$ cat src/timer_pkg.sv
// Shared types and constants for the single-channel APB timer
// Register offsets are word addresses, PADDR[4:2]
// The count word is fixed at 32 bits; narrower counters zero-extend into it
// Prescale code 3 is not defined by the register map and behaves as divide by 256
`default_nettype none

package timer_pkg;

  // ----------------------------------------
  // Address map
  // ----------------------------------------

  // Word address taken from PADDR[4:2]
  typedef logic [2:0] addr_t;

  localparam addr_t ADDR_LOAD    = 3'd0;
  localparam addr_t ADDR_VALUE   = 3'd1;
  localparam addr_t ADDR_CONTROL = 3'd2;
  localparam addr_t ADDR_INTCLR  = 3'd3;
  localparam addr_t ADDR_RIS     = 3'd4;
  localparam addr_t ADDR_MIS     = 3'd5;
  localparam addr_t ADDR_BGLOAD  = 3'd6;

  // ----------------------------------------
  // Control register
  // ----------------------------------------

  // Field order matches register bit order, MSB first
  typedef struct packed {
    logic       en;        // Bit 7, counter enable
    logic       periodic;  // Bit 6, reload from period on wrap
    logic       int_en;    // Bit 5, interrupt output mask
    logic       rsvd;      // Bit 4, always reads zero
    logic [1:0] prescale;  // Bits 3:2, divide select
    logic       size32;    // Bit 1, 32-bit count when set
    logic       one_shot;  // Bit 0, stop at zero
  } ctrl_t;

  // Interrupt enable is the only bit set out of reset
  localparam ctrl_t CTRL_RESET = 8'h20;

  // Prescale field codes
  localparam logic [1:0] PRESCALE_DIV1   = 2'd0;
  localparam logic [1:0] PRESCALE_DIV16  = 2'd1;
  localparam logic [1:0] PRESCALE_DIV256 = 2'd2;

  // ----------------------------------------
  // APB write word
  // ----------------------------------------

  // Control view of the write word
  typedef struct packed {
    logic [23:0] rsvd_hi;
    ctrl_t       ctrl;
  } wdata_ctrl_t;

  // Same 32 bits seen as a count value or as control fields
  typedef union packed {
    logic [31:0] value;
    wdata_ctrl_t fields;
  } wdata_u;

  // Count word as seen on the bus
  typedef logic [31:0] count_t;

  // Register block to counter
  typedef struct packed {
    logic   load_req;     // Load pending, taken on next enabled cycle
    count_t load_val;     // Value for that load
    count_t load_period;  // Reload value on periodic wrap
    ctrl_t  ctrl;
  } cnt_req_t;

endpackage

`default_nettype wire

$ cat src/timer_prescaler.sv
// Eight-bit prescale counter for the timer
// Counts down only on cycles with timclken high and the timer enabled
// Restarts from zero when a pending load is taken, so the first period is full
`default_nettype none

module timer_prescaler (
  input  logic       PCLK,
  input  logic       PRESETn,
  input  logic       timclken,
  input  logic       en,
  input  logic       restart,
  input  logic [1:0] prescale,
  output logic       pre_tick
);

  logic [7:0] pre_cnt;

  // Down-counter, free wrap past zero
  always_ff @(posedge PCLK)
  begin
    if (!PRESETn)
      pre_cnt <= '0;
    else if (timclken)
    begin
      if (restart)
        pre_cnt <= '0;
      else if (en)
        pre_cnt <= pre_cnt - 8'd1;
    end
  end

  // Tick select
  // Low nibble at 1 gives one in 16, whole byte at 1 one in 256
  always_comb
  begin
    case (prescale)
      timer_pkg::PRESCALE_DIV1:
        pre_tick = 1'b1;
      timer_pkg::PRESCALE_DIV16:
        pre_tick = (pre_cnt[3:0] == 4'd1);
      default:
        pre_tick = (pre_cnt == 8'd1);
    endcase
  end

endmodule

`default_nettype wire

$ cat src/timer_down_counter.sv
// Down-counter of the timer, split into two halfwords at COUNT_W/2
// COUNT_W must be even and 16 to 32; the count port zero-extends the value
// Carries are registered, so zero rises on the edge that reaches 0
// In 16-bit mode the upper half holds except on a load or periodic reload
// All state changes only on cycles with timclken high
`default_nettype none

module timer_down_counter #(
  parameter int COUNT_W = 32
) (
  input  logic                PCLK,
  input  logic                PRESETn,
  input  logic                timclken,
  input  logic                pre_tick,
  input  timer_pkg::cnt_req_t cnt_req,
  output timer_pkg::count_t   count,
  output logic                zero,
  output logic                consume
);

  localparam int HW = COUNT_W / 2;

  logic [COUNT_W-1:0] count_q;
  logic [COUNT_W-1:0] count_nxt;
  logic [COUNT_W-1:0] reload_val;
  logic [1:0]         carry_q;
  logic [1:0]         carry_nxt;
  logic               carry_msb;
  logic               stop_q;
  logic               stop_nxt;
  logic               wrap_reload;
  logic               reload;
  logic               step;
  logic [HW-1:0]      dec_low;
  logic [HW-1:0]      dec_high;
  logic [HW-1:0]      high_src;

  // Every enabled cycle takes pending requests
  assign consume = timclken;

  // ----------------------------------------
  // Carry and reload select
  // ----------------------------------------

  // Zero flag of the active width
  assign carry_msb = cnt_req.ctrl.size32 ? carry_q[1] : carry_q[0];
  assign zero      = carry_msb;

  // Periodic wrap takes the period, a load takes the written value
  assign wrap_reload = carry_msb & cnt_req.ctrl.periodic;
  assign reload      = cnt_req.load_req | wrap_reload;
  assign reload_val  = cnt_req.load_req ? cnt_req.load_val[COUNT_W-1:0]
                                        : cnt_req.load_period[COUNT_W-1:0];

  // One-shot stop, released by a load or by leaving one-shot mode
  assign stop_nxt = (cnt_req.load_req || !cnt_req.ctrl.one_shot) ? 1'b0 :
                    carry_msb ? 1'b1 : stop_q;

  // Count moves on a prescaled tick or on a load
  assign step = (cnt_req.ctrl.en & pre_tick & ~stop_nxt) | cnt_req.load_req;

  // ----------------------------------------
  // Halfword decrementers
  // ----------------------------------------

  assign dec_low = count_q[HW-1:0] - HW'(1);

  // Upper half borrows only in 32-bit mode and when the lower half was 0
  always_comb
  begin
    if (cnt_req.ctrl.size32 && carry_q[0])
      dec_high = count_q[COUNT_W-1:HW] - HW'(1);
    else
      dec_high = count_q[COUNT_W-1:HW];
  end

  // Predict the carries for the value about to be stored
  always_comb
  begin
    high_src = reload ? reload_val[COUNT_W-1:HW] : count_q[COUNT_W-1:HW];
    if (reload)
      carry_nxt[0] = (reload_val[HW-1:0] == '0);
    else
      carry_nxt[0] = (count_q[HW-1:0] == HW'(1));
    // 16-bit mode mirrors the low carry so a size change stays clean
    if (!cnt_req.ctrl.size32)
      carry_nxt[1] = carry_nxt[0];
    else
      carry_nxt[1] = carry_nxt[0] & (high_src == '0);
  end

  // Load first, then periodic reload, then plain decrement
  always_comb
  begin
    if (cnt_req.load_req)
      count_nxt = cnt_req.load_val[COUNT_W-1:0];
    else if (wrap_reload)
      count_nxt = cnt_req.load_period[COUNT_W-1:0];
    else
      count_nxt = {dec_high, dec_low};
  end

  // ----------------------------------------
  // State
  // ----------------------------------------

  // All ones out of reset keeps zero low
  always_ff @(posedge PCLK)
  begin
    if (!PRESETn)
    begin
      count_q <= '1;
      carry_q <= '0;
      stop_q  <= 1'b0;
    end
    else if (timclken)
    begin
      stop_q <= stop_nxt;
      if (step)
      begin
        count_q <= count_nxt;
        carry_q <= carry_nxt;
      end
    end
  end

  assign count = timer_pkg::count_t'(count_q);

endmodule

`default_nettype wire

$ cat src/timer_irq.sv
// Interrupt logic of the timer
// The raw latch sets on the enabled edge after zero rises
// A clear request holds until zero falls, so one count event interrupts once
// raw_int already reflects a pending clear, before the next enabled cycle
`default_nettype none

module timer_irq (
  input  logic PCLK,
  input  logic PRESETn,
  input  logic timclken,
  input  logic zero,
  input  logic clr_req,
  input  logic int_en,
  output logic raw_int,
  output logic masked_int
);

  logic raw_q;
  logic clr_hold_q;
  logic clr_active;

  // Clear stays active while the counter sits at zero
  assign clr_active = clr_req ? 1'b1 : (zero ? clr_hold_q : 1'b0);

  always_ff @(posedge PCLK)
  begin
    if (!PRESETn)
    begin
      raw_q      <= 1'b0;
      clr_hold_q <= 1'b0;
    end
    else if (timclken)
    begin
      clr_hold_q <= clr_active;
      // Set on zero, hold until cleared
      raw_q      <= (zero | raw_q) & ~clr_active;
    end
  end

  // Status as read back and as driven out
  assign raw_int    = raw_q & ~clr_active;
  assign masked_int = raw_int & int_en;

endmodule

`default_nettype wire

$ cat src/timer_apb_regs.sv
// APB register block of one timer channel
// Writes take effect in the setup phase: psel and pwrite high, penable low
// Read data is combinational and zero unless psel is high and pwrite low
// No wait states and no error response
// Load and interrupt clear stay pending until the next cycle with consume high
`default_nettype none

module timer_apb_regs (
  input  logic                PCLK,
  input  logic                PRESETn,
  input  logic                psel,
  input  logic                penable,
  input  logic                pwrite,
  input  timer_pkg::addr_t    paddr,
  input  timer_pkg::wdata_u   pwdata,
  input  timer_pkg::count_t   count,
  input  logic                raw_int,
  input  logic                masked_int,
  input  logic                consume,
  output timer_pkg::cnt_req_t cnt_req,
  output logic                clr_req,
  output timer_pkg::count_t   prdata
);

  logic               wr_en;
  logic               ctrl_wr;
  logic               load_wr;
  logic               bgload_wr;
  logic               clr_wr;
  timer_pkg::ctrl_t   ctrl_q;
  timer_pkg::ctrl_t   ctrl_wdata;
  timer_pkg::count_t  load_val_q;
  timer_pkg::count_t  load_period_q;
  logic               load_req_q;
  logic               clr_req_q;

  // ----------------------------------------
  // Write decode
  // ----------------------------------------

  // Setup phase only, so each transfer writes once
  assign wr_en     = psel & pwrite & ~penable;
  assign ctrl_wr   = wr_en & (paddr == timer_pkg::ADDR_CONTROL);
  assign load_wr   = wr_en & (paddr == timer_pkg::ADDR_LOAD);
  assign bgload_wr = wr_en & (paddr == timer_pkg::ADDR_BGLOAD);
  assign clr_wr    = wr_en & (paddr == timer_pkg::ADDR_INTCLR);

  // Control view of the write word, reserved bit forced low
  always_comb
  begin
    ctrl_wdata      = pwdata.fields.ctrl;
    ctrl_wdata.rsvd = 1'b0;
  end

  // ----------------------------------------
  // Registers
  // ----------------------------------------

  always_ff @(posedge PCLK)
  begin
    if (!PRESETn)
    begin
      ctrl_q        <= timer_pkg::CTRL_RESET;
      load_val_q    <= '0;
      load_period_q <= '0;
    end
    else
    begin
      if (ctrl_wr)
        ctrl_q <= ctrl_wdata;
      // Load goes to the counter on the next enabled cycle
      if (load_wr)
        load_val_q <= pwdata.value;
      // Period follows both load and background load
      if (load_wr || bgload_wr)
        load_period_q <= pwdata.value;
    end
  end

  // Pending flags, a new write wins over a consume on the same edge
  always_ff @(posedge PCLK)
  begin
    if (!PRESETn)
    begin
      load_req_q <= 1'b0;
      clr_req_q  <= 1'b0;
    end
    else
    begin
      if (load_wr)
        load_req_q <= 1'b1;
      else if (consume)
        load_req_q <= 1'b0;
      if (clr_wr)
        clr_req_q <= 1'b1;
      else if (consume)
        clr_req_q <= 1'b0;
    end
  end

  // To the counter and interrupt logic
  assign cnt_req.load_req    = load_req_q;
  assign cnt_req.load_val    = load_val_q;
  assign cnt_req.load_period = load_period_q;
  assign cnt_req.ctrl        = ctrl_q;
  assign clr_req             = clr_req_q;

  // ----------------------------------------
  // Read mux
  // ----------------------------------------

  always_comb
  begin
    prdata = '0;
    if (psel && !pwrite)
    begin
      case (paddr)
        // Both load addresses return the next wrap value
        timer_pkg::ADDR_LOAD,
        timer_pkg::ADDR_BGLOAD:
          prdata = load_period_q;
        // A pending load reads back before the counter takes it
        timer_pkg::ADDR_VALUE:
          prdata = load_req_q ? load_val_q : count;
        timer_pkg::ADDR_CONTROL:
          prdata[7:0] = ctrl_q;
        timer_pkg::ADDR_RIS:
          prdata[0] = raw_int;
        timer_pkg::ADDR_MIS:
          prdata[0] = masked_int;
        default:
          prdata = '0;
      endcase
    end
  end

endmodule

`default_nettype wire

$ cat src/apb_timer.sv
// One channel of an APB dual timer, everything on PCLK
// timclken is a count enable, not a separate clock
// COUNT_W sets the counter width, even values from 16 to 32
// Read data is combinational; there is no PREADY or PSLVERR
`default_nettype none

module apb_timer #(
  parameter int COUNT_W = 32
) (
  input  logic              PCLK,
  input  logic              PRESETn,
  input  logic              psel,
  input  logic              penable,
  input  logic              pwrite,
  input  timer_pkg::addr_t  paddr,
  input  timer_pkg::wdata_u pwdata,
  input  logic              timclken,
  output timer_pkg::count_t prdata,
  output logic              timer_int
);

  timer_pkg::cnt_req_t cnt_req;
  timer_pkg::count_t   count;
  logic                clr_req;
  logic                pre_tick;
  logic                zero;
  logic                consume;
  logic                raw_int;
  logic                masked_int;

  // ----------------------------------------
  // Register block
  // ----------------------------------------

  timer_apb_regs u_regs (
    .PCLK       (PCLK),
    .PRESETn    (PRESETn),
    .psel       (psel),
    .penable    (penable),
    .pwrite     (pwrite),
    .paddr      (paddr),
    .pwdata     (pwdata),
    .count      (count),
    .raw_int    (raw_int),
    .masked_int (masked_int),
    .consume    (consume),
    .cnt_req    (cnt_req),
    .clr_req    (clr_req),
    .prdata     (prdata)
  );

  // ----------------------------------------
  // Count path
  // ----------------------------------------

  // Prescaler restarts whenever a load is pending
  timer_prescaler u_prescaler (
    .PCLK     (PCLK),
    .PRESETn  (PRESETn),
    .timclken (timclken),
    .en       (cnt_req.ctrl.en),
    .restart  (cnt_req.load_req),
    .prescale (cnt_req.ctrl.prescale),
    .pre_tick (pre_tick)
  );

  timer_down_counter #(
    .COUNT_W (COUNT_W)
  ) u_counter (
    .PCLK     (PCLK),
    .PRESETn  (PRESETn),
    .timclken (timclken),
    .pre_tick (pre_tick),
    .cnt_req  (cnt_req),
    .count    (count),
    .zero     (zero),
    .consume  (consume)
  );

  // Interrupt
  timer_irq u_irq (
    .PCLK       (PCLK),
    .PRESETn    (PRESETn),
    .timclken   (timclken),
    .zero       (zero),
    .clr_req    (clr_req),
    .int_en     (cnt_req.ctrl.int_en),
    .raw_int    (raw_int),
    .masked_int (masked_int)
  );

  assign timer_int = masked_int;

endmodule

`default_nettype wire

$ cat config.mk
export PLATFORM = sky130hd
export DESIGN_NAME = apb_timer
export DESIGN_NICKNAME = d
export VERILOG_FILES = /design/src/timer_pkg.sv /design/src/timer_prescaler.sv /design/src/timer_down_counter.sv /design/src/timer_irq.sv /design/src/timer_apb_regs.sv /design/src/apb_timer.sv
export SDC_FILE = /design/constraint.sdc
export NUM_CORES = 1
export LEC_CHECK = 0
export BUFFER_PORTS_ARGS = -buffer_cell sky130_fd_sc_hd__buf_2
export CORE_ASPECT_RATIO = 0.7
export CORE_MARGIN = 8
export CORE_UTILIZATION = 64
export DETAILED_ROUTE_END_ITERATION = 8
export PLACE_DENSITY_LB_ADDON = 0.05
export SETUP_SLACK_MARGIN = 0.15
export SLEW_MARGIN = 15
export SYNTH_ARGS = -nofsm -noshare
export SYNTH_HDL_FRONTEND = slang
export SYNTH_SLANG_ARGS = --single-unit
$ cat constraint.sdc
create_clock -name PCLK -period 5.8 [get_ports PCLK]
set_input_delay 0.29 -clock PCLK [delete_from_list [all_inputs] [get_ports PCLK]]
set_output_delay 0.29 -clock PCLK [all_outputs]
set_load 0.05 [all_outputs]
==> results.tsv <==
stage	metric	value	unit
detailed_routing	drt_first_pass_iters	8	
yosys	syn_area	6510	um2
grt	grt_pass1_vias	6864	
placed_design	port_buffers	73	
power	ir_worst_vdd	0.000196	V
floorplan	fp.coreArea	9800	um2
floorplan	row_count	30	
yosys	yosysWarnings	0	
clock_network	cts_tree	built	
floorplan	start_util	0.665	
floorplan	io_pins	74	
clock_network	cts_hold_buf	0	
yosys	netlist_instances	877	
detailed_routing	route.detailed.drc	0	
yosys	synth_top_area_share	0.363	
power	p_per_area	280	nW/um2
power	leakage	2.77	nW
worst_setup_path	startpoint_type	flop	
placed_design	placed_area	6870	um2
grt	grt_pass1_wl	35700	um
status	status	finished, final reports clean	
yosys	synth_nets	923	
clock_network	path_clk_slew	0.06	ns
clock_network	ctsRootBufferMaster	clkbuf_16	
yosys	synthFlopType	dfxtp_1	
worst_setup_path	path_class	flop to flop	
yosys	synth.area.top_cells	dfxtp_1 36%, nand2_1 9.8%, a21oi_1 7.3%	
layout	final_area	7520	um2
yosys	ys_seq_area_frac	0.363	
detailed_routing	drtAntennaViolNets	0	
hold_path	hp-class	input port to flop	
grt	antenna_found_initial	0	
clock_network	cts_resized	0	
worst_setup_path	crit_required	6.11	ns
detailed_routing	wl	22600	um
clock_network	insertion_delay	0.42	ns
worst_setup_path	reg2regPathDepth	5	
yosys	syn_avg_cell_area	7.42	um2
yosys	synth_cell_type_count	69	
layout	fin_cells	1050	
floorplan	die_y	100	um
detailed_routing	drtIter0Drc	913	
timing	clock-skew-final	0.00904	ns
placed_design	place_congestion	0.923	
power	finalPower	2.10	mW
worst_setup_path	endpoint	u_counter.count[28]$_SDFFE_PN1P_	
grt	overflow	0	
timing	setup_violations	0	
placed_design	dp.cells	1018	
timing	hold_viol_final	0	
layout	layout.nets	955	
timing	rsz0062_at_grt	no	
placed_design	hpwl	14300	um
timing	fin_crit	3.27	ns
clock_network	clock-sinks	118	
worst_setup_path	r2r_setup_slack	2.53	ns
flow_run	drv_cap	0	
grt	grt_max_degree	69	
clock_network	postCtsSetupBuffers	0	
worst_setup_path	crit_path_max_fanout	27	
yosys	async_flop_share	0	
yosys	ys_ff_latch	118	
clock_network	numCtsBuffers	17	
worst_setup_path	crit_arrival	3.58	ns
layout	drive_above_1_share	0.154	
layout	area_growth	15.5	%
yosys	synth_top_cell_by_area	dfxtp_1	
timing	worst_pin_slew	1.16	ns
timing	fmax	0.306	GHz
floorplan	die-area	13700	um2
timing	slew_viol_final	0	
worst_setup_path	crit_start	u_regs.cnt_req[1]$_SDFFE_PN0P_	
timing	fin_tns_setup	0	ns
detailed_routing	viasPerCell	7.01	
worst_setup_path	r2r_start	u_regs.cnt_req[1]$_SDFFE_PN0P_	
worst_setup_path	r2r_end	u_counter.count[28]$_SDFFE_PN1P_	
worst_setup_path	endpoint_kind	flop	
yosys	synth-edff-count	0	
timing	slew_headroom	0.214	
clock_network	htreeDepth	4	
grt	grt_use_total	0.324	
detailed_routing	vias	7364	
floorplan	dieWidth	137	um
detailed_routing	wl_per_cell	21.5	um
timing	fin_crit_sh	0.564	
hold_path	hp-start	pwdata[22]	
clock_network	clk_path_buf_depth	2	
layout	antenna_cells	0	
[layout make-up]
| cell class | instances | area, um2 |
|---|---|---|
| Clock inverter | 11 | 171 |
| Inverter | 30 | 113 |
| Tap cell | 128 | 160 |
| Clock buffer | 21 | 480 |
| Fill cell | 758 | 2280 |
| Sequential cell | 118 | 2360 |
| Timing Repair Buffer | 82 | 433 |
| Multi-Input combinational cell | 660 | 3800 |
[worst max-delay path, stage by stage (launching register included)]
cell	delay (ns)
dfxtp_1	0.45
mux2_2	0.54
o21ai_1	0.30
a41o_1	1.00
nand2_1	0.46
o311ai_0	0.41
[registers in the layout, indices dropped and copies added (netlist names)]
register and cells:
u_counter.carry_q 2, u_regs.cnt_req 7, u_regs.load_val_q 32, u_regs.load_period_q 32, u_irq.raw_q 1, u_counter.stop_q 1, u_prescaler.pre_cnt 8, u_regs.clr_req 1
u_counter.count 32, u_irq.clr_hold_q 1, u_regs.load_req_q 1
[worst min path at each step]
stage / slack, ns / to / depth (start not counted)
finish: 0.12 / u_regs.load_val_q[22]$_SDFFE_PN0P_ / 3
global route: 0.13 / u_regs.load_period_q[19]$_SDFFE_PN0P_ / 3
CTS: 0.12 / u_regs.load_val_q[22]$_SDFFE_PN0P_ / 3
detailed placement: 0.47 / u_regs.load_val_q[17]$_SDFFE_PN0P_ / 2
global placement: 0.46 / u_regs.load_val_q[10]$_SDFFE_PN0P_ / 2
floorplan: 0.42 / u_regs.cnt_req[5]$_SDFFE_PN1P_ / 2
[power by group]
part	switching [mW]	internal [mW]
sequential	0.00859	0.817
combinational	0.0873	0.0330
clock	0.392	0.765
total	0.488	1.61
[metrics by stage]
step,setup WS (ns),utilization,hold WS (ns)
6_report,2.53,0.768,0.118
5_1_grt,2.45,0.768,0.125
4_1_cts,2.66,0.767,0.118
3_5_place_dp,2.74,0.701,0.468
3_3_place_gp,2.86,0.701,0.463
2_1_floorplan,3.42,-,0.419
[cell families after synthesis]
logic type,after synthesis,synth area share
DFF,118,0.363
AOI/OAI and AO/OA,276,0.282
and+or+nand+nor,346,0.237
buffers and inverters,99,0.0580
muxes,20,0.0331
adders and majority gates,5,0.00961
xor gates and xnor gates,13,0.0175
[placed cells by master, fill, tap and decap left out, types with 17 or more instances in the layout]
cell | netlist | layout
o21ai_0 | 39 | 39
nor3_1 | 22 | 21
a22oi_1 | 27 | 27
dfxtp_1 | 118 | 117
nor4_1 | 24 | 22
buf_2 | 5 | 73
inv_1 | 28 | 27
clkbuf_16 | 0 | 17
nand2_1 | 170 | 170
nor2_1 | 78 | 77
a21oi_1 | 95 | 95
[cells in the mapped netlist (13+ instances only)]
| library cell | n |
|---|---|
| nor2_1 | 78 |
| o31ai_1 | 13 |
| a22oi_1 | 27 |
| o21ai_0 | 39 |
| nand2_1 | 170 |
| dfxtp_1 | 118 |
| clkbuf_1 | 62 |
| nand3_1 | 13 |
| nor4_1 | 24 |
| inv_1 | 28 |
| nor3_1 | 22 |
| a21oi_1 | 95 |
[metal layers]
| metal | wire, um | up-vias | track usage |
|---|---|---|---|
| met2 | 9410 | 579 | 0.480 |
| met4 | 763 | 0 | 0.116 |
| li1 | - | 3269 | - |
| met1 | 9330 | 3419 | 0.446 |
| met5 | 0 | - | 0 |
| met3 | 3090 | 97 | 0.0788 |
Power figures use the tool's default switching activity.
